**config.mk**
```make
export PLATFORM = sky130hd
export DESIGN_NAME = req_decode_flat
export DESIGN_NICKNAME = d
export VERILOG_FILES = /design/src/ram_uart_pkg.sv /design/src/ram_uart_ifs.sv /design/src/req_decode.sv /design/src/flat_wrapper.sv
export VERILOG_INCLUDE_DIRS = /design/src
export SDC_FILE = /design/constraint.sdc
export NUM_CORES = 1
export LEC_CHECK = 0
export BUFFER_PORTS_ARGS = -buffer_cell sky130_fd_sc_hd__buf_2
export CAP_MARGIN = 10
export CORE_MARGIN = 5
export CORE_UTILIZATION = 41
export DETAILED_ROUTE_END_ITERATION = 8
export GPL_TIMING_DRIVEN = 0
export PLACE_DENSITY = 0.77
export SYNTH_ARGS = -nofsm -noshare
export SYNTH_HDL_FRONTEND = slang
export SYNTH_SLANG_ARGS = --single-unit
```
**constraint.sdc**
```tcl
create_clock -name clk -period 3.4 [get_ports clk]
set_input_delay 0.17 -clock clk [delete_from_list [all_inputs] [get_ports clk]]
set_output_delay 0.17 -clock clk [all_outputs]
set_load 0.03 [all_outputs]
```
**src/ram_uart_defines.svh**
```systemverilog
`ifndef RAM_UART_DEFINES_SVH
`define RAM_UART_DEFINES_SVH

// Data bus and CPU value width
`define DATA_W 16

// SRAM address width
`define ADDR_W 18

// One bus tick is 2**RAM_DIV_BITS clocks
`define RAM_DIV_BITS 2

// Receive queue
`define QUEUE_DEPTH 16
`define QUEUE_PTR_W 4

// Address decoded as the UART data port
`define UART_ADDR 18'h0BF00

`endif

```
**src/ram_uart_pkg.sv**
```systemverilog
`include "ram_uart_defines.svh"

package ram_uart_pkg;

	typedef logic [`DATA_W-1:0] word_t;
	typedef logic [`ADDR_W-1:0] addr_t;

	// Occupancy needs one bit more than the pointers
	typedef logic [`QUEUE_PTR_W:0] qlevel_t;

	typedef enum logic [2:0] {
		RAM_RD,
		RAM_WR,
		UART_TX,
		UART_POP,
		BAD_REQ
	} req_kind_t;

	typedef enum logic [4:0] {
		IDLE,
		RX1, RX2, RX3, RX4,
		TX1, TX2, TX3, TX4, TX5,
		RAM_RD1, RAM_RD2, RAM_RD3,
		RAM_WR1, RAM_WR2, RAM_WR3,
		POP1, POP2,
		FAULT
	} seq_state_t;

endpackage

```
**src/ram_uart_ifs.sv**
```systemverilog
`timescale 1ns/1ps

// Decoded CPU request, pending while valid is high
interface mem_req_if import ram_uart_pkg::*; ();
	logic valid;
	req_kind_t kind;
	addr_t addr;
	word_t wdata;
	logic take;

	modport decode (
		output valid,
		output kind,
		output addr,
		output wdata,
		input take
	);

	modport execute (
		input valid,
		input kind,
		input addr,
		input wdata,
		output take
	);
endinterface


```
**src/req_decode.sv**
```systemverilog
`timescale 1ns/1ps
`include "ram_uart_defines.svh"

module req_decode import ram_uart_pkg::*; (
	input logic clk,
	input logic rst,
	input logic need_to_work,
	input logic mem_rd,
	input logic mem_wr,
	input addr_t mem_addr,
	input word_t mem_value,
	mem_req_if.decode req
);

	logic accept;
	logic is_uart;
	req_kind_t kind_in;

	// Strobes while a request is still pending are dropped
	assign accept = need_to_work && !req.valid;
	assign is_uart = mem_addr == `UART_ADDR;

	// Write wins over read
	always_comb begin
		if (mem_wr) begin
			kind_in = is_uart ? UART_TX : RAM_WR;
		end else if (mem_rd) begin
			kind_in = is_uart ? UART_POP : RAM_RD;
		end else begin
			kind_in = BAD_REQ;
		end
	end

	always_ff @(posedge clk or negedge rst) begin
		if (!rst) begin
			req.valid <= 1'b0;
		end else if (accept) begin
			req.valid <= 1'b1;
		end else if (req.take) begin
			req.valid <= 1'b0;
		end
	end

	always_ff @(posedge clk) begin
		if (accept) begin
			req.kind <= kind_in;
			req.addr <= mem_addr;
			req.wdata <= mem_value;
		end
	end

endmodule

```
**src/flat_wrapper.sv**
```systemverilog
// flat-port wrapper written by rule: the top's interface ports become plain ports
module req_decode_flat import ram_uart_pkg::*;
  (clk, rst, need_to_work, mem_rd, mem_wr, mem_addr, mem_value, req_valid, req_kind, req_addr, req_wdata, req_take);
  mem_req_if req_i ();
  input logic clk;
  input logic rst;
  input logic need_to_work;
  input logic mem_rd;
  input logic mem_wr;
  input addr_t mem_addr;
  input word_t mem_value;
  output wire logic [$bits(req_i.valid)-1:0] req_valid;
  output wire logic [$bits(req_i.kind)-1:0] req_kind;
  output wire logic [$bits(req_i.addr)-1:0] req_addr;
  output wire logic [$bits(req_i.wdata)-1:0] req_wdata;
  input wire logic [$bits(req_i.take)-1:0] req_take;
  assign req_valid = req_i.valid;
  assign req_kind = req_i.kind;
  assign req_addr = req_i.addr;
  assign req_wdata = req_i.wdata;
  assign req_i.take = req_take;
  req_decode u_core (.clk(clk), .rst(rst), .need_to_work(need_to_work), .mem_rd(mem_rd), .mem_wr(mem_wr), .mem_addr(mem_addr), .mem_value(mem_value), .req(req_i));
endmodule
```
==> impl_metrics.ini <==
[layout]
final_common_cell = buf_2
final_cell_mix = buf_2 (77), edfxtp_1 (37), dlygate4sd3_1 (24), clkbuf_4 (5), nor2_1 (3)
finalInstanceArea_sq_um = 1970
area_delta_synth_final_pct = 58.0
drive_gt1_share_pct = 55.0
num_antenna_cells = 0
fill_cells = 211
multi_input_area_sq_um = 120
regArea_sq_um = 1140
nets = 199

[die]
start_util_pct = 41.9
die_w_microns = 65.2
rows = 20
ioPinCount = 78
die_h_microns = 65.2
core_sq_um = 2980
dieArea_sq_um = 4250

[sta]
clock_skew_ns = 0.0100
fmax_ghz = 0.596
finalSetupViolCount = 0
worst_pin_slew_ns = 1.00
fin_crit_sh_pct = 49.3
fin_setup_tns_ns = 0
slew_viol_final = 0
max_slew_margin_pct = 33.1
layout_min_cycle_time_ns = 1.68
grt_setup_unrepaired = false
hold_viol_final = 0

[placement]
dpl.hpwl_mm = 1.89
gp_congestion = 0.677
place_area_sq_um = 1680
io_buffers = 77

[setup_path]
arrival_ns = 1.77
rrSetupSlack_ns = 1.74
rr_worst_depth = 1
r2r-start = u_core.req.valid
critical_path_class = input port to flop
required_ns = 3.50
r2r_end = u_core.req.wdata[15]
endpoint_kind = flop
worstPathMaxFanout = 2
start_kind = input port

[global_route]
grt_pass1_wl_mm = 3.93
grt_max_degree = 38
globalRouteOverflowTotal = 0
grt_pass1_vias = 854
antenna_found_initial = 0
gr-usage-all-layers_pct = 12.8

[synthesis]
synth_top_area_share_pct = 89.0
synth-seq-cells = 38
yosysSeqAreaShare_pct = 91.0
syn_avg_cell_area_sq_um = 24.5
syn_nets = 91
synth_area_leader_cell = edfxtp_1
netlist_area_sq_um = 1250
yosysUniqueCellTypes = 12
synth_cells = 51
synth_warnings = 0
ys_top_cells_by_area = edfxtp_1 (89%), dfrtp_1 (2.0%), nor4_4 (1.7%)

[hold_path]
whs_endpoint = u_core.req.addr[17]
holdPathStages = 1
hp-start = mem_addr[17]
hp-class = input port to flop

[pwr]
ir_drop_uv = 310
p_leak_nw = 0.846
power_density_nw_per_um2 = 471

[drt]
drc = 0
totalWireLength_mm = 2.90
first_iter_violations = 17
vias = 871
drt_pre_antenna_iters = 2
via_per_inst = 4.51
wl_per_cell_microns = 15.0
final_antenna_net_count = 0

[clock_tree]
cts_sinks = 38
ctsLongestPathBuffers = 2
cts.clk_slew.worst_paths_ns = 0.11
root_buffer = clkbuf_4
post_cts_resized = 0
numCtsBuffers = 5
clock_latency_ns = 0.33
cts_tree = yes
h-tree-depth = 2

[run]
cap_viol_max_count = 0

[status]
outcome = finished, final reports clean
-- registers in the layout, summed over array words and instances, names as in the netlist --
| signal | flops |
|---|---|
| u_core.req.addr | 18 |
| u_core.req.kind | 3 |
| u_core.req.valid | 1 |
| u_core.req.wdata | 16 |
-- synth_stat cells, drive strengths merged --
master  number
nor4         2
and4b        1
and4bb       1
nor2         3
mux2         1
and3         1
a21oi        1
dfrtp        1
edfxtp      37
nand4        1
nor2b        2
-- repair_timing --
item | 4_1_cts | 5_1_grt
endpoints found under the setup margin | 0 | 0
setup buffers | 0 | 0
hold endpoints to repair | 5 | 19
hold buffers | 5 | 19
-- metal layers --
layer  vias to the layer above  part of all wire, %  global-route usage (%)
li1                        423                    -                       -
met3                         2                   11                    8.21
met1                       396                   36                    10.9
met2                        50                   53                    23.0
met5                         -                    0                       0
met4                         0                 0.59                    5.44
-- per-stage QoR --
step,utilization [%],cells,worst slack [ns],hold slack [ns],total power [mW]
after CTS,59.9,174,1.75,0.000386,0.922
final,66.3,193,1.72,0.0243,0.930
after global routing,66.3,193,1.63,0.000144,0.978
after floorplan,-,51,0.759,-0.126,0.651
after detailed placement,56.5,161,1.78,-0.0519,0.709
after global placement,56.3,161,0.437,-0.0550,0.705
-- worst max path at each step --
| stage | depth (start not counted) | startpoint | slack, ns | end |
|---|---|---|---|---|
| final | 6 | mem_addr[5] | 1.72 | u_core.req.kind[0] |
| after global routing | 1 | u_core.req.valid | 1.63 | u_core.req.wdata[11] |
| after CTS | 1 | u_core.req.valid | 1.75 | u_core.req.wdata[4] |
| after detailed placement | 1 | u_core.req.valid | 1.78 | u_core.req.wdata[4] |
| after global placement | 1 | u_core.req.valid | 0.44 | u_core.req.wdata[0] |
| after floorplan | 1 | u_core.req.valid | 0.76 | u_core.req.addr[0] |
-- cells by family after synthesis --
group	synth area share, %
compound gates	0.400
flops	91.0
mux	1.20
simple gates	7.41
-- final cells by class --
class	count	area share, %
clock buffer	6	2.09
clock inverter	2	0.444
multi-input combinational	13	6.09
sequential	38	57.6
tap	33	2.09
timing repair buffer	101	31.7
-- critical path, stage by stage --
cell	delay, ns
dlygate4sd3_1	0.53
buf_2	0.13
nor4_1	0.29
and3_1	0.22
nand4_2	0.12
mux2_4	0.32
-- power by group --
| group | leakage [nW] | internal (mW) | switching [mW] |
|---|---|---|---|
| sequential | 0.357 | 0.553 | 0.00916 |
| clock | 0.0297 | 0.0777 | 0.132 |
| combinational | 0.459 | 0.0575 | 0.102 |
| total | 0.846 | 0.688 | 0.242 |
Power figures use the tool's default switching activity.
