$ cat config.mk
export PLATFORM = sky130hd
export DESIGN_NAME = rx_queue_result_flat
export DESIGN_NICKNAME = d
export VERILOG_FILES = /design/src/ram_uart_pkg.sv /design/src/ram_uart_ifs.sv /design/src/rx_queue_result.sv /design/src/flat_wrapper.sv
export VERILOG_INCLUDE_DIRS = /design/src
export SDC_FILE = /design/constraint.sdc
export NUM_CORES = 1
export LEC_CHECK = 0
export ABC_AREA = 1
export BUFFER_PORTS_ARGS = -buffer_cell sky130_fd_sc_hd__buf_2
export CORE_ASPECT_RATIO = 2
export CORE_MARGIN = 8
export CORE_UTILIZATION = 40
export CTS_BUF_LIST = sky130_fd_sc_hd__clkbuf_8
export CTS_CLUSTER_DIAMETER = 80
export DETAILED_ROUTE_END_ITERATION = 8
export GPL_ROUTABILITY_DRIVEN = 1
export GPL_TIMING_DRIVEN = 0
export PLACE_DENSITY = 0.56
export REMOVE_ABC_BUFFERS = 1
export SETUP_SLACK_MARGIN = 0.1
export SKIP_LAST_GASP = 1
export SYNTH_ARGS = -nofsm -noshare
export SYNTH_HDL_FRONTEND = slang
export SYNTH_SLANG_ARGS = --single-unit
export TNS_END_PERCENT = 20
$ cat constraint.sdc
create_clock -name clk -period 3.15 [get_ports clk]
set_input_delay 0.4725 -clock clk [delete_from_list [all_inputs] [get_ports clk]]
set_output_delay 0.4725 -clock clk [all_outputs]
set_load 0.02 [all_outputs]
$ cat src/ram_uart_defines.svh
`ifndef RAM_UART_DEFINES_SVH
`define RAM_UART_DEFINES_SVH

// Data bus and CPU value width
`define DATA_W 16

// SRAM address width
`define ADDR_W 18

// One bus tick is 2**RAM_DIV_BITS clocks
`define RAM_DIV_BITS 2

// Receive queue
`define QUEUE_DEPTH 16
`define QUEUE_PTR_W 4

// Address decoded as the UART data port
`define UART_ADDR 18'h0BF00

`endif

$ cat src/ram_uart_pkg.sv
`include "ram_uart_defines.svh"

package ram_uart_pkg;

	typedef logic [`DATA_W-1:0] word_t;
	typedef logic [`ADDR_W-1:0] addr_t;

	// Occupancy needs one bit more than the pointers
	typedef logic [`QUEUE_PTR_W:0] qlevel_t;

	typedef enum logic [2:0] {
		RAM_RD,
		RAM_WR,
		UART_TX,
		UART_POP,
		BAD_REQ
	} req_kind_t;

	typedef enum logic [4:0] {
		IDLE,
		RX1, RX2, RX3, RX4,
		TX1, TX2, TX3, TX4, TX5,
		RAM_RD1, RAM_RD2, RAM_RD3,
		RAM_WR1, RAM_WR2, RAM_WR3,
		POP1, POP2,
		FAULT
	} seq_state_t;

endpackage

$ cat src/ram_uart_ifs.sv


// Strobes from the bus sequencer into the receive queue and result register
interface rx_path_if import ram_uart_pkg::*; ();
	logic push;
	logic pop;
	logic load_ram;
	word_t bus_in;
	logic full;

	modport execute (
		output push,
		output pop,
		output load_ram,
		output bus_in,
		input full
	);

	modport result (
		input push,
		input pop,
		input load_ram,
		input bus_in,
		output full
	);
endinterface

$ cat src/rx_queue_result.sv
`timescale 1ns/1ps
`include "ram_uart_defines.svh"

module rx_queue_result import ram_uart_pkg::*; (
	input logic clk,
	input logic rst,
	rx_path_if.result rx,
	output word_t result,
	output qlevel_t rx_level
);

	word_t queue [`QUEUE_DEPTH];
	logic [`QUEUE_PTR_W-1:0] front;
	logic [`QUEUE_PTR_W-1:0] tail;
	qlevel_t level;
	logic empty;
	logic do_push;
	logic do_pop;

	assign empty = level == '0;
	assign rx.full = level == qlevel_t'(`QUEUE_DEPTH);
	assign do_push = rx.push && !rx.full;
	assign do_pop = rx.pop && !empty;
	assign rx_level = level;

	////////////////////////////////////////////////////////////
	// Circular receive queue
	////////////////////////////////////////////////////////////

	always_ff @(posedge clk or negedge rst) begin
		if (!rst) begin
			front <= '0;
			tail <= '0;
			level <= '0;
		end else begin
			if (do_push) tail <= tail + 1'b1;
			if (do_pop) front <= front + 1'b1;
			case ({do_push, do_pop})
				2'b10: level <= level + 1'b1;
				2'b01: level <= level - 1'b1;
				default: level <= level;
			endcase
		end
	end

	always_ff @(posedge clk) begin
		if (do_push) begin
			queue[tail] <= rx.bus_in;
		end
	end

	////////////////////////////////////////////////////////////
	// CPU result register
	////////////////////////////////////////////////////////////

	// Pop of an empty queue reads as zero
	always_ff @(posedge clk) begin
		if (rx.load_ram) begin
			result <= rx.bus_in;
		end else if (rx.pop) begin
			result <= empty ? '0 : queue[front];
		end
	end

endmodule

$ cat src/flat_wrapper.sv
// flat-port wrapper written by rule: the top's interface ports become plain ports
module rx_queue_result_flat import ram_uart_pkg::*;
  (clk, rst, result, rx_level, rx_push, rx_pop, rx_load_ram, rx_bus_in, rx_full);
  rx_path_if rx_i ();
  input logic clk;
  input logic rst;
  output word_t result;
  output qlevel_t rx_level;
  input wire logic [$bits(rx_i.push)-1:0] rx_push;
  input wire logic [$bits(rx_i.pop)-1:0] rx_pop;
  input wire logic [$bits(rx_i.load_ram)-1:0] rx_load_ram;
  input wire logic [$bits(rx_i.bus_in)-1:0] rx_bus_in;
  output wire logic [$bits(rx_i.full)-1:0] rx_full;
  assign rx_i.push = rx_push;
  assign rx_i.pop = rx_pop;
  assign rx_i.load_ram = rx_load_ram;
  assign rx_i.bus_in = rx_bus_in;
  assign rx_full = rx_i.full;
  rx_queue_result u_core (.clk(clk), .rst(rst), .rx(rx_i), .result(result), .rx_level(rx_level));
endmodule
==> Flow_metrics.wiki <==
{| class="wikitable"
! Metric !! Value
|-
| Wire length of the first global-routing pass || 47300 um
|-
| Sequential power share || 0.441
|-
| Timing startpoint of the critical path || u_core.rx_level[2]
|-
| Number of standard cells after synthesis || 1230
|-
| Worst setup skew after layout || 20.1 ps
|-
| Insertion delay to the later sink of the worst-skew pair || 550 ps
|-
| Residual DRC || 0
|-
| Drt first pass iters || 5
|-
| Category of the worst setup path capture point || register
|-
| Gr ovfl total || 0
|-
| Met3 WL || 1440 um
|-
| Dpl ws || -65.9 ps
|-
| Buffer depth of the longest clock path || 3
|-
| DR WL/cell || 17.8 um
|-
| TritonCTS Sinks || 285
|-
| Maximum net fanout on the critical path || 24
|-
| Worst reg2reg path endpoint || u_core.rx_level[4]
|-
| Switching power summed over all nets || 4.38 mW
|-
| Number of buffers created by CTS || 42
|-
| Post-synthesis register bit count || 285
|-
| Switching fraction of total power || 0.378
|-
| Setup repair after global routing missed its margin || true
|-
| Antenna violations before repair || 2
|-
| Overall die area || 0.0378 mm2
|-
| Final design area excluding fillers || 0.0143 mm2
|-
| Time the final worst path needs with I/O delays and setup || 2830 ps
|-
| Setup TNS || 0 ps
|-
| Worst r2r src || u_core.rx_level[2]
|-
| Critical path data required time || 3640 ps
|-
| Routability cong. || 0.732
|-
| Antenna Nets Post-Route || 0
|-
| Number of cell rows || 92
|-
| Total routing resource utilization after global routing || 0.168
|-
| Net count of the finished layout || 1324
|-
| Worst min path class || input port to register
|-
| Met1 Routed Length || 12200 um
|-
| Initial cell density of the core || 0.402
|-
| Synth-to-Final Area Change || 13.2%
|-
| Routed wire length on met2 || 16500 um
|-
| Final worst slack || 319 ps
|-
| VDD IR max || 0.753 mV
|-
| Avg Vias per Cell || 4.78
|-
| Part of the cycle the worst path needs || 0.899
|-
| Maximum level of the CTS H-tree || 2
|-
| Number of buffers inserted by port buffering || 42
|-
| Count of routing violations after the opening detailed-route iteration || 500
|-
| Cell depth of the worst hold path || 1
|-
| Maximum clock frequency || 353 MHz
|-
| Pin count of the biggest net entering global routing || 130
|-
| Int Power || 7.21 mW
|-
| Crit path to || u_core.rx_level[4]
|-
| Pwr dens || 813 mW/mm2
|-
| CTS tree || yes
|-
| Vias in the first global route || 8126
|-
| Result of the run || finished clean
|-
| Inst Count DP || 1672
|-
| Hold Violations, Final || 0
|-
| Critical Setup Path Class || register to register
|-
| Boundary Pins || 43
|-
| Final-report max-slew violation count || 0
|-
| Slack of the worst reg-to-reg path || 320 ps
|-
| Max-cap check violation count || 0
|-
| Critical Path AT || 3320 ps
|-
| Share of layout cells above drive strength 1 || 0.119
|-
| Commonest non-fill, non-tap cell in the layout || nand2_1
|-
| Relative max-transition margin || 0.211
|-
| Static leakage || 6.23 nW
|-
| Number of buffers inserted by post-CTS setup repair || 0
|-
| Register clock-pin slew on the reported worst setup and hold paths || 70 ps
|-
| Detailed placer's ending HPWL || 18200 um
|-
| Highest metal layer used by the detailed router || met5
|-
| Final Setup Violations || 0
|-
| Die Wd || 141 um
|-
| Post-DP Area || 0.0135 mm2
|-
| Proportion of power drawn by combinational gates || 0.324
|-
| Core outline area || 0.0313 mm2
|-
| Most used cells in the layout excluding fill and tap cells || nand2_1, edfxtp_1, inv_1
|-
| Type of element launching the critical path || register
|-
| Post-synthesis cell type count || 23
|-
| Die outline height || 267 um
|-
| Yosys warning count || 0
|-
| Mean Syn Cell Area || 10.2 um2
|-
| Area of the mapped netlist || 0.0126 mm2
|-
| Tightest Pin Transition || 1180 ps
|-
| Final Routed Wirelength || 31000 um
|-
| Worst r2r path cells || 13
|-
| Vias after detailed routing || 8357
|-
| Final standard cell count with taps included and fillers excluded || 1747
|-
| Root cell of the clock tree || clkbuf_8
|-
| Seq/Total Area, Yosys || 0.674
|-
| Fraction of power consumed by the clock network || 0.235
|}
-- metrics by stage --
step,hold slack [ps],total power [mW],utilization
2_1_floorplan,177,7.52,-
3_3_place_gp,381,8.69,0.415
3_5_place_dp,386,8.99,0.431
4_1_cts,253,11.7,0.455
5_1_grt,273,12.3,0.456
6_report,296,11.6,0.456
-- worst min-delay path by stage --
stage | endpoint | startpoint
detailed placement | u_core.rx_level[3] | rst
floorplan | u_core.front[0] | rst
global placement | u_core.rx_level[3] | rst
global route | u_core.queue[8][15] | rx_bus_in[15]
CTS | u_core.queue[1][7] | rx_bus_in[7]
finish | u_core.queue[6][2] | rx_bus_in[2]
-- flip-flops by register name, indices dropped and copies added, names as in the netlist --
| signal | cells |
|---|---|
| u_core.result | 16 |
| u_core.front | 4 |
| u_core.rx_level | 5 |
| u_core.tail | 4 |
| u_core.queue | 256 |
-- cells in the mapped netlist --
master | instances | area [um2]
xor2_1 | 5 | 43.8
o21bai_1 | 1 | 7.51
buf_8 | 1 | 15.0
o21ai_0 | 3 | 15.0
buf_6 | 12 | 135
nand2_1 | 431 | 1620
inv_2 | 1 | 3.75
dfrtp_1 | 13 | 325
buf_2 | 24 | 120
clkbuf_1 | 15 | 56.3
or2_2 | 1 | 6.26
edfxtp_1 | 272 | 8170
buf_1 | 3 | 11.3
xnor2_1 | 4 | 35.0
inv_4 | 1 | 6.26
nand3_1 | 198 | 991
inv_1 | 214 | 803
buf_4 | 3 | 22.5
nor3_1 | 16 | 80.1
ha_1 | 9 | 113
a21boi_0 | 1 | 7.51
nor4_2 | 1 | 12.5
clkinv_1 | 1 | 3.75
-- power groups by stage --
stage | clock network, mW | registers [mW] | logic (mW)
2_1_floorplan | 0 | 5.29 | 2.22
3_3_place_gp | 0 | 5.44 | 3.25
3_5_place_dp | 0 | 5.18 | 3.81
4_1_cts | 2.81 | 5.11 | 3.82
5_1_grt | 2.93 | 5.16 | 4.24
6_report | 2.73 | 5.11 | 3.76
-- logic make-up after synthesis --
logic type | share of synthesized area
adder cells (fa/ha/maj) | 0.00894
AO/OA/AOI/OAI | 0.00238
flip-flops | 0.674
AND/OR/NAND/NOR | 0.215
buffers and inverters | 0.0934
XOR/XNOR | 0.00626
-- metal layers --
| layer | GRT usage | vias to the layer above |
|---|---|---|
| li1 | - | 4086 |
| met2 | 0.309 | 235 |
| met4 | 0.0619 | 2 |
| met5 | 0 | - |
| met1 | 0.192 | 3969 |
| met3 | 0.0265 | 65 |
-- layout make-up --
class	instances	area [um2]
repair buffers	78	648
well taps	423	529
clock buffers	43	592
multi-input cells	670	3010
fillers	2970	17000
flip-flops and latches	285	8500
inverters	217	826
clock inverters	30	154
diodes	1	2.50
-- critical path, stage by stage (launching register included) --
cell and delay [ps]:
dfrtp_1 460, nor4_2 360, nand2_1 130, nand2_2 470
ha_1 410, xor2_1 220, ha_1 170, inv_1 40
nand2_1 80, nand3_1 80, nand2_1 80, xor2_1 150
nand2_1 60, nand2_1 60
-- timing repair --
item                                   CTS  global route
resized for setup                        3             2
setup endpoints to repair               17            14
endpoints found under the hold margin   13             0
hold buffers                             1             0
(Power assumes the default switching activity.)
