### config.mk
export PLATFORM = sky130hd
export DESIGN_NAME = bus_sequencer_flat
export DESIGN_NICKNAME = d
export VERILOG_FILES = /design/src/ram_uart_pkg.sv /design/src/ram_uart_ifs.sv /design/src/bus_sequencer.sv /design/src/flat_wrapper.sv
export VERILOG_INCLUDE_DIRS = /design/src
export SDC_FILE = /design/constraint.sdc
export NUM_CORES = 1
export LEC_CHECK = 0
export BUFFER_PORTS_ARGS = -buffer_cell sky130_fd_sc_hd__buf_2
export CORE_MARGIN = 5
export CORE_UTILIZATION = 38
export DETAILED_ROUTE_END_ITERATION = 10
export PLACE_DENSITY = 0.82
export SLEW_MARGIN = 10
export SYNTH_ARGS = -nofsm -noshare
export SYNTH_HDL_FRONTEND = slang
export SYNTH_SLANG_ARGS = --single-unit
### constraint.sdc
create_clock -name clk -period 1.8 [get_ports clk]
set_input_delay 0.18 -clock clk [delete_from_list [all_inputs] [get_ports clk]]
set_output_delay 0.18 -clock clk [all_outputs]
set_load 0.01 [all_outputs]
### src/ram_uart_defines.svh
`ifndef RAM_UART_DEFINES_SVH
`define RAM_UART_DEFINES_SVH

// Data bus and CPU value width
`define DATA_W 16

// SRAM address width
`define ADDR_W 18

// One bus tick is 2**RAM_DIV_BITS clocks
`define RAM_DIV_BITS 2

// Receive queue
`define QUEUE_DEPTH 16
`define QUEUE_PTR_W 4

// Address decoded as the UART data port
`define UART_ADDR 18'h0BF00

`endif

### src/ram_uart_pkg.sv
`include "ram_uart_defines.svh"

package ram_uart_pkg;

	typedef logic [`DATA_W-1:0] word_t;
	typedef logic [`ADDR_W-1:0] addr_t;

	// Occupancy needs one bit more than the pointers
	typedef logic [`QUEUE_PTR_W:0] qlevel_t;

	typedef enum logic [2:0] {
		RAM_RD,
		RAM_WR,
		UART_TX,
		UART_POP,
		BAD_REQ
	} req_kind_t;

	typedef enum logic [4:0] {
		IDLE,
		RX1, RX2, RX3, RX4,
		TX1, TX2, TX3, TX4, TX5,
		RAM_RD1, RAM_RD2, RAM_RD3,
		RAM_WR1, RAM_WR2, RAM_WR3,
		POP1, POP2,
		FAULT
	} seq_state_t;

endpackage

### src/ram_uart_ifs.sv
`timescale 1ns/1ps

// Decoded CPU request, pending while valid is high
interface mem_req_if import ram_uart_pkg::*; ();
	logic valid;
	req_kind_t kind;
	addr_t addr;
	word_t wdata;
	logic take;

	modport decode (
		output valid,
		output kind,
		output addr,
		output wdata,
		input take
	);

	modport execute (
		input valid,
		input kind,
		input addr,
		input wdata,
		output take
	);
endinterface

// Strobes from the bus sequencer into the receive queue and result register
interface rx_path_if import ram_uart_pkg::*; ();
	logic push;
	logic pop;
	logic load_ram;
	word_t bus_in;
	logic full;

	modport execute (
		output push,
		output pop,
		output load_ram,
		output bus_in,
		input full
	);

	modport result (
		input push,
		input pop,
		input load_ram,
		input bus_in,
		output full
	);
endinterface

### src/bus_sequencer.sv
`timescale 1ns/1ps
`include "ram_uart_defines.svh"

module bus_sequencer import ram_uart_pkg::*; (
	input logic clk,
	input logic rst,
	mem_req_if.execute req,
	rx_path_if.execute rx,
	input word_t ram_data_in,
	input logic data_ready,
	input logic tbre,
	input logic tsre,
	output logic ram_en,
	output logic ram_oe,
	output logic ram_we,
	output logic rdn,
	output logic wrn,
	output logic bus_drive,
	output logic work_done,
	output logic bus_error
);

	localparam logic [`RAM_DIV_BITS-1:0] CNT_LAST = '1;
	localparam logic [`RAM_DIV_BITS-1:0] CNT_PRE = CNT_LAST - 1'b1;

	logic [`RAM_DIV_BITS-1:0] cnt;
	logic tick;
	logic strobe_slot;
	logic rx_start;
	logic final_state;
	seq_state_t state;
	seq_state_t nxt;

	////////////////////////////////////////////////////////////
	// Tick divider and request hand-off
	////////////////////////////////////////////////////////////

	// State changes at the end of the last clock of a tick
	assign tick = cnt == CNT_LAST;
	// One clock earlier, so loaded data is ready with work_done
	assign strobe_slot = cnt == CNT_PRE;

	// Receive has priority, unless the queue has no room
	assign rx_start = data_ready && !rx.full;
	assign req.take = tick && state == IDLE && !rx_start && req.valid;

	assign final_state = state inside {RAM_RD3, RAM_WR3, TX5, POP2, FAULT};

	////////////////////////////////////////////////////////////
	// Next state
	////////////////////////////////////////////////////////////

	always_comb begin
		nxt = state;
		case (state)
			IDLE: begin
				if (rx_start) begin
					nxt = RX1;
				end else if (req.valid) begin
					case (req.kind)
						RAM_RD: nxt = RAM_RD1;
						RAM_WR: nxt = RAM_WR1;
						UART_TX: nxt = TX1;
						UART_POP: nxt = POP1;
						default: nxt = FAULT;
					endcase
				end
			end
			RX1: begin
				if (data_ready) nxt = RX2;
			end
			RX2: nxt = RX3;
			RX3: nxt = RX4;
			RX4: nxt = IDLE;
			TX1: nxt = TX2;
			TX2: nxt = TX3;
			TX3: begin
				if (tbre) nxt = TX4;
			end
			TX4: begin
				if (tsre) nxt = TX5;
			end
			TX5: nxt = IDLE;
			RAM_RD1: nxt = RAM_RD2;
			RAM_RD2: nxt = RAM_RD3;
			RAM_RD3: nxt = IDLE;
			RAM_WR1: nxt = RAM_WR2;
			RAM_WR2: nxt = RAM_WR3;
			RAM_WR3: nxt = IDLE;
			POP1: nxt = POP2;
			POP2: nxt = IDLE;
			default: nxt = IDLE;
		endcase
	end

	// Pin levels held for the whole of a state
	function automatic logic [5:0] pins_for(seq_state_t s);
		logic [5:0] p;
		// {ram_en, ram_oe, ram_we, rdn, wrn, bus_drive}
		case (s)
			RAM_RD1, RAM_RD2, RAM_RD3: p = 6'b001110;
			RAM_WR1, RAM_WR3: p = 6'b011111;
			RAM_WR2: p = 6'b010111;
			RX2, RX3: p = 6'b111010;
			TX1, TX2: p = 6'b111101;
			// Data stays on the bus past the wrn rise
			TX3, TX4, TX5: p = 6'b111111;
			default: p = 6'b111110;
		endcase
		return p;
	endfunction

	////////////////////////////////////////////////////////////
	// State, pins and completion
	////////////////////////////////////////////////////////////

	always_ff @(posedge clk or negedge rst) begin
		if (!rst) begin
			cnt <= '0;
			state <= IDLE;
			{ram_en, ram_oe, ram_we, rdn, wrn, bus_drive} <= 6'b111110;
			work_done <= 1'b0;
			bus_error <= 1'b0;
		end else begin
			cnt <= cnt + 1'b1;
			if (tick) begin
				state <= nxt;
				{ram_en, ram_oe, ram_we, rdn, wrn, bus_drive} <= pins_for(nxt);
			end
			work_done <= strobe_slot && final_state;
			if (state == FAULT) bus_error <= 1'b1;
		end
	end

	always_ff @(posedge clk) begin
		rx.bus_in <= ram_data_in;
	end

	assign rx.push = state == RX3 && strobe_slot;
	assign rx.load_ram = state == RAM_RD3 && strobe_slot;
	assign rx.pop = state == POP2 && strobe_slot;

endmodule

### src/flat_wrapper.sv
// flat-port wrapper written by rule: the top's interface ports become plain ports
module bus_sequencer_flat import ram_uart_pkg::*;
  (clk, rst, ram_data_in, data_ready, tbre, tsre, ram_en, ram_oe, ram_we, rdn, wrn, bus_drive, work_done, bus_error, req_valid, req_kind, req_addr, req_wdata, req_take, rx_push, rx_pop, rx_load_ram, rx_bus_in, rx_full);
  mem_req_if req_i ();
  rx_path_if rx_i ();
  input logic clk;
  input logic rst;
  input word_t ram_data_in;
  input logic data_ready;
  input logic tbre;
  input logic tsre;
  output logic ram_en;
  output logic ram_oe;
  output logic ram_we;
  output logic rdn;
  output logic wrn;
  output logic bus_drive;
  output logic work_done;
  output logic bus_error;
  input wire logic [$bits(req_i.valid)-1:0] req_valid;
  input wire logic [$bits(req_i.kind)-1:0] req_kind;
  input wire logic [$bits(req_i.addr)-1:0] req_addr;
  input wire logic [$bits(req_i.wdata)-1:0] req_wdata;
  output wire logic [$bits(req_i.take)-1:0] req_take;
  output wire logic [$bits(rx_i.push)-1:0] rx_push;
  output wire logic [$bits(rx_i.pop)-1:0] rx_pop;
  output wire logic [$bits(rx_i.load_ram)-1:0] rx_load_ram;
  output wire logic [$bits(rx_i.bus_in)-1:0] rx_bus_in;
  input wire logic [$bits(rx_i.full)-1:0] rx_full;
  assign req_i.valid = req_valid;
  assign req_i.kind = req_kind;
  assign req_i.addr = req_addr;
  assign req_i.wdata = req_wdata;
  assign req_take = req_i.take;
  assign rx_push = rx_i.push;
  assign rx_pop = rx_i.pop;
  assign rx_load_ram = rx_i.load_ram;
  assign rx_bus_in = rx_i.bus_in;
  assign rx_i.full = rx_full;
  bus_sequencer u_core (.clk(clk), .rst(rst), .req(req_i), .rx(rx_i), .ram_data_in(ram_data_in), .data_ready(data_ready), .tbre(tbre), .tsre(tsre), .ram_en(ram_en), .ram_oe(ram_oe), .ram_we(ram_we), .rdn(rdn), .wrn(wrn), .bus_drive(bus_drive), .work_done(work_done), .bus_error(bus_error));
endmodule
==> results of run 1 <==
-- worst max-delay path, cell delays in order, from the launching register on --
cell	delay, ps
dfrtp_2	490
nor3_4	260
nand3_2	150
buf_4	180
o311ai_4	290
a41oi_2	80
a311o_1	370
-- layer usage --
metal  vias up  part of all wire [%]
met5         -                     0
met4         0                   2.9
met3        13                    11
met2        75                    49
met1       708                    37
li1        712                     -
-- kinds of logic after synthesis --
family | after synthesis | synth area share [%]
XOR/XNOR | 2 | 1.22
adder cells (fa/ha/maj) | 4 | 3.50
AO/OA/AOI/OAI | 32 | 18.7
flip-flops | 31 | 49.0
buffers and inverters | 15 | 4.81
AND/OR/NAND/NOR | 59 | 22.7
-- stage by stage --
step | cell area (um2) | setup TNS [ps] | setup slack [ps] | instances | total power [mW]
6_report | 2380 | -566 | -130 | 291 | 3.74
5_1_grt | 2380 | -1210 | -225 | 291 | 3.99
4_1_cts | 2190 | -240 | -54.3 | 281 | 3.38
3_5_place_dp | 1950 | -671 | -185 | 262 | 2.61
3_3_place_gp | 1950 | -679 | -178 | 262 | 2.58
2_1_floorplan | 1490 | -71.4 | -51.6 | 143 | 2.00
-- cell type report --
cell class	instances	share of cell area, %
Clock buffer	8	4.20
Inverter	6	1.05
Multi-Input combinational cell	97	33.9
Sequential cell	31	29.7
Tap cell	48	2.52
Timing Repair Buffer	101	28.6
-- placed cells by master (no fill, tap or decap), drive strengths merged, types with 2 or more instances in the layout --
cell,n
a21oi,10
a31o,2
a31oi,3
a41oi,2
and3,2
buf,88
clkbuf,8
dfrtp,10
dfstp,5
dfxtp,16
dlygate4sd3,13
ha,4
inv,6
nand2,5
nand2b,6
nand3,4
nand3b,2
nand4,2
nor2,17
nor2b,5
nor3,5
nor4,4
o32ai,2
or3,2
xor2,2
-- worst paths after layout --
path,from,slack [ps],endpoint
worst max register to register,u_core.state[3]$_DFFE_PN0N_,-130,u_core.bus_drive$_DFFE_PN0N_
worst max-delay path,u_core.state[3]$_DFFE_PN0N_,-130,u_core.bus_drive$_DFFE_PN0N_
max in group asynchronous,rst,1150,u_core.ram_en$_DFFE_PN1N_
min in group asynchronous,rst,360,u_core.bus_drive$_DFFE_PN0N_
worst min-delay path,ram_data_in[10],10,u_core.rx.bus_in[10]$_DFF_P_
worst min register to register,u_core.bus_error$_DFFE_PN0N_,460,u_core.bus_error$_DFFE_PN0N_
-- flip-flops by register name, summed over array words and instances, names as in the netlist --
register and cells:
u_core.wrn 1, u_core.cnt 2, u_core.bus_drive 1, u_core.rx.bus_in 16, u_core.ram_we 1, u_core.ram_oe 1
u_core.bus_error 1, u_core.rdn 1, u_core.ram_en 1, u_core.state 5, u_core.work_done 1
-- repair_timing --
action                                  4_1_cts  5_1_grt
pin swaps                                    10       12
buffers inserted                              4        4
hold buffers                                  7        6
endpoints found under the hold margin        16        6
resized for setup                            12       20
endpoints found under the setup margin        6        9
cloned                                        0        0
-- report_power, final --
group          total [mW]  switching (mW)  leakage [nW]  internal (mW)
clock network       0.576           0.227        0.0515          0.348
registers            1.00           0.161         0.308          0.842
logic                2.16            1.04         0.700           1.11
total                3.74            1.43          1.06           2.30
==> flow_summary.yaml, run 1 <==
status:
  status: "complete, but fails checks"
  violations: "negative setup slack"
worst_setup_path:
  worstRegToRegCells: 6
  required_ps: 1960
  critPathKind: "register to register"
  cp-end-kind: "register"
  start_kind: "register"
  worst-path-max-fanout: 7
  crit_arrival_ps: 2090
floorplanning:
  num_rows: 22
  initial_core_util_pct: 39.1
  dieArea_um2: 5090
  ios: 88
  die_height_um: 71.4
  die_x_um: 71.4
  core_um2: 3660
min_path:
  hold_depth: 1
  hold_class: "input pin to register"
logic_synthesis:
  syn_area_per_cell_um2: 10.0
  yosysMostFrequentCell: "nor2_1"
  ys_ff_latch: 31
  synth-main-ff-cell: "dfxtp_1"
  synth_commonest_cells: "nor2_1, dfxtp_1, a21oi_1, dfrtp_1"
  synth_area_leader_cell: "dfxtp_1"
  synth_async_sr_flop_share_pct: 48.4
  synthCells: 143
  syn-cell-area_um2: 1430
  synth-edff-count: 0
  synth_fp_nets: 207
  synth_warnings: 0
  synthDistinctLibCells: 50
  ys_seq_area_share_pct: 49.0
  synthTopCellsByArea: "dfxtp_1, dfrtp_1, dfstp_2, nor2_1, a21oi_1"
  synth_top_area_share_pct: 22.4
route:
  vias: 1508
  drc_errors: 0
  first_pass_iters: 4
  ant_nets: 0
  vias_per_cell: 5.18
  drt_iter0_drc: 91
  postRouteWirelength_um: 4440
  drt-wirelength-per-cell_um: 15.3
timing:
  rsz0062_at_grt: "yes"
  clock.fmax_mhz: 518
  tightest_slew_ps: 390
  slew_headroom_pct: 74.0
  fin_ws_ps: -130
  hold_viol: 0
  fin_crit_sh_pct: 107
  report.final.slew_viol_count: 0
  fin_crit_ps: 1930
  finalHoldWorstSlack_ps: 12.6
  setup_violations: 6
  finClkSkew_ps: 2.73
grt:
  grt_overflow: 0
  use_met1_pct: 18.7
  grt_start_max_net_pins: 19
  track_usage_pct: 16.4
  grt_pass1_vias: 1442
  use_met2_pct: 26.5
  grt_busiest_layer: "met2"
  use_met3_pct: 7.71
  antenna_found_initial: 0
  grt_pass1_wl_um: 6550
cts:
  cts_root_buffer: "clkbuf_8"
  h-tree-depth: 2
  clock_path_buffers: 2
  clock_latency_ps: 270
  clock_sink_count: 31
  cts_tree: "yes"
  clk_pin_slew_ps: 60
  numCtsBuffers: 5
place:
  port_buffers: 53
  place_congestion: 0.838
  hpwl_um: 2820
final_layout:
  multi_input_area_um2: 807
  seqCellArea_um2: 708
  drive_above_1_share_pct: 56.0
  diodes: 0
  final_util_pct: 65.0
  fillers: 280
  area_delta_synth_final_pct: 66.3
  layout.nets: 306
power:
  total_leakage_power_nw: 1.06
  peakVddDrop_mv: 0.699
  p_per_area_nw_per_um2: 1570
flow_run:
  max-cap-violations: 0
Power figures use the tool's default switching activity.
==> inputs of run 2 (changes only) <==
--- a/config.mk
+++ b/config.mk
@@ -11,6 +11,7 @@
 export CORE_UTILIZATION = 38
 export DETAILED_ROUTE_END_ITERATION = 10
 export PLACE_DENSITY = 0.82
+export REMOVE_ABC_BUFFERS = 1
 export SLEW_MARGIN = 10
 export SYNTH_ARGS = -nofsm -noshare
 export SYNTH_HDL_FRONTEND = slang
==> run 2 against run 1 <==
  * Design area increased by 7.7%
  * Sequential share of layout area fell by 2.2 points
  * Critical path type unchanged
  * Maximum frequency fell by 2.6%
  * Largest power group unchanged
  * Utilization grew 5.0 points
  * Sequential power down 4%
  * Critical endpoint is now u_core.ram_oe$_DFFE_PN1N_
  * The flow still finishes with violations (negative setup slack)
==> flow_summary.yaml, run 2 (synthesis gave the netlist of run 1 again) <==
grt:
  grt_pass1_wl_um: 7460
  grt_busiest_layer: "met2"
  antenna_found_initial: 0
  grt_start_max_net_pins: 16
  use_met1_pct: 19.2
  grt_overflow: 0
  grt_pass1_vias: 1655
  use_met3_pct: 7.43
  track_usage_pct: 18.8
  use_met2_pct: 33.3
worst_setup_path:
  worst-path-max-fanout: 7
  required_ps: 2000
  crit_arrival_ps: 2190
  critPathKind: "register to register"
  start_kind: "register"
  cp-end-kind: "register"
power:
  peakVddDrop_mv: 0.787
  total_leakage_power_nw: 1.15
  p_per_area_nw_per_um2: 1640
timing:
  fin_crit_sh_pct: 110
  fin_ws_ps: -183
  hold_viol: 0
  report.final.slew_viol_count: 0
  slew_headroom_pct: 71.4
  clock.fmax_mhz: 504
  fin_crit_ps: 1980
  finClkSkew_ps: 4.84
  tightest_slew_ps: 429
  setup_violations: 7
  rsz0062_at_grt: "yes"
cts:
  clk_pin_slew_ps: 60
  clock_sink_count: 31
  numCtsBuffers: 5
  h-tree-depth: 2
  clock_latency_ps: 280
  cts_tree: "yes"
  clock_path_buffers: 2
  cts_root_buffer: "clkbuf_8"
final_layout:
  reg_top3: "u_core.rx.bus_in: 16 flops, u_core.state: 5 flops, u_core.cnt: 2 flops"
  seqCellArea_um2: 706
  drive_above_1_share_pct: 58.0
  diodes: 0
  top_register: "u_core.rx.bus_in"
  final_common_cell: "buf_2"
  layout.nets: 320
  multi_input_area_um2: 861
  fin_cells: 305
  largest_reg_flops: 16
  most-common-layout-cells: "buf_2, buf_4, dlygate4sd3_1, dfxtp_1, nor2_1"
  fillers: 254
  area_delta_synth_final_pct: 79.1
floorplanning:
  die_x_um: 71.4
  initial_core_util_pct: 39.1
  ios: 88
  die_height_um: 71.4
  dieArea_um2: 5090
  num_rows: 22
  core_um2: 3660
route:
  first_pass_iters: 4
  postRouteWirelength_um: 5020
  drc_errors: 0
  vias: 1585
  drt-wirelength-per-cell_um: 16.5
  ant_nets: 0
  drt_iter0_drc: 103
  vias_per_cell: 5.20
flow_run:
  max-cap-violations: 0
min_path:
  hold_class: "input pin to register"
place:
  port_buffers: 53
  dpl.cell_count: 267
  place_congestion: 0.890
  hpwl_um: 2920
  dpl_worst_slack_ps: -236
status:
  status: "complete, but fails checks"
  violations: "negative setup slack"
==> run 2: changes by cell type in the layout (fill, tap and decap cells not counted), sizes merged <==
| cell | before | now |
|---|---|---|
| dlygate4sd3 | 13 | 16 |
| buf | 88 | 99 |
==> run 2: area by class of cell <==
cell class | count | area share [%]
Sequential cell | 31 | 27.5
Multi-Input combinational cell | 97 | 33.6
Clock buffer | 8 | 3.90
Timing Repair Buffer | 115 | 31.7
Tap cell | 48 | 2.34
Inverter | 6 | 0.976
==> run 2: worst paths after layout <==
check                      slack, ps  cells past startpoint                            to                        start
max                             -180                     10     u_core.ram_oe$_DFFE_PN1N_  u_core.state[1]$_DFFE_PN0N_
min                               20                      1  u_core.rx.bus_in[13]$_DFF_P_              ram_data_in[13]
max reg2reg                     -180                     10     u_core.ram_oe$_DFFE_PN1N_  u_core.state[1]$_DFFE_PN0N_
min reg2reg                      440                      1       u_core.cnt[0]$_DFF_PN0_      u_core.cnt[0]$_DFF_PN0_
max in group asynchronous       1180                      2        u_core.rdn$_DFFE_PN1N_                          rst
min in group asynchronous        330                      2  u_core.bus_drive$_DFFE_PN0N_                          rst
==> run 2: through the flow <==
stage                     area (um2)  utilization, %  TNS, ps  hold slack, ps  total power, mW
final                           2560            70.0     -829            16.2             4.22
after global routing            2560            70.0    -1320           0.357             4.48
after CTS                       2360            64.6     -452           0.971             3.74
after detailed placement        1950            53.3     -993            95.7             2.59
after global placement          1950            53.3     -853            93.2             2.55
after floorplan                 1390               -     -952            -116             1.76
==> run 2: repair_timing <==
action | CTS | global route
endpoints found under the setup margin | 7 | 9
buffers inserted | 7 | 7
cloned | 0 | 0
hold buffers | 13 | 3
gates resized for setup | 29 | 23
endpoints found under the hold margin | 22 | 3
pin swaps | 15 | 12
==> run 2: layer usage <==
| metal | up-vias | routed length (um) |
|---|---|---|
| met5 | - | 0 |
| li1 | 738 | - |
| met4 | 0 | 197 |
| met3 | 19 | 440 |
| met1 | 755 | 1840 |
| met2 | 73 | 2540 |
==> run 2: power breakdown <==
part	internal, mW	leakage [nW]	total, mW	switching (mW)
sequential	0.838	0.310	0.964	0.125
combinational	1.40	0.786	2.67	1.27
clock	0.348	0.0515	0.581	0.233
total	2.59	1.15	4.22	1.63
==> run 2: worst max-delay path, cell delays in order, from the launching register on <==
cell and delay (ps):
dfrtp_1 430, buf_6 160, buf_6 110, nor2_1 90, nand3_1 100, a21oi_1 220, nor4_2 70, buf_4 170
ha_4 160, or2_0 210, a31oi_1 180
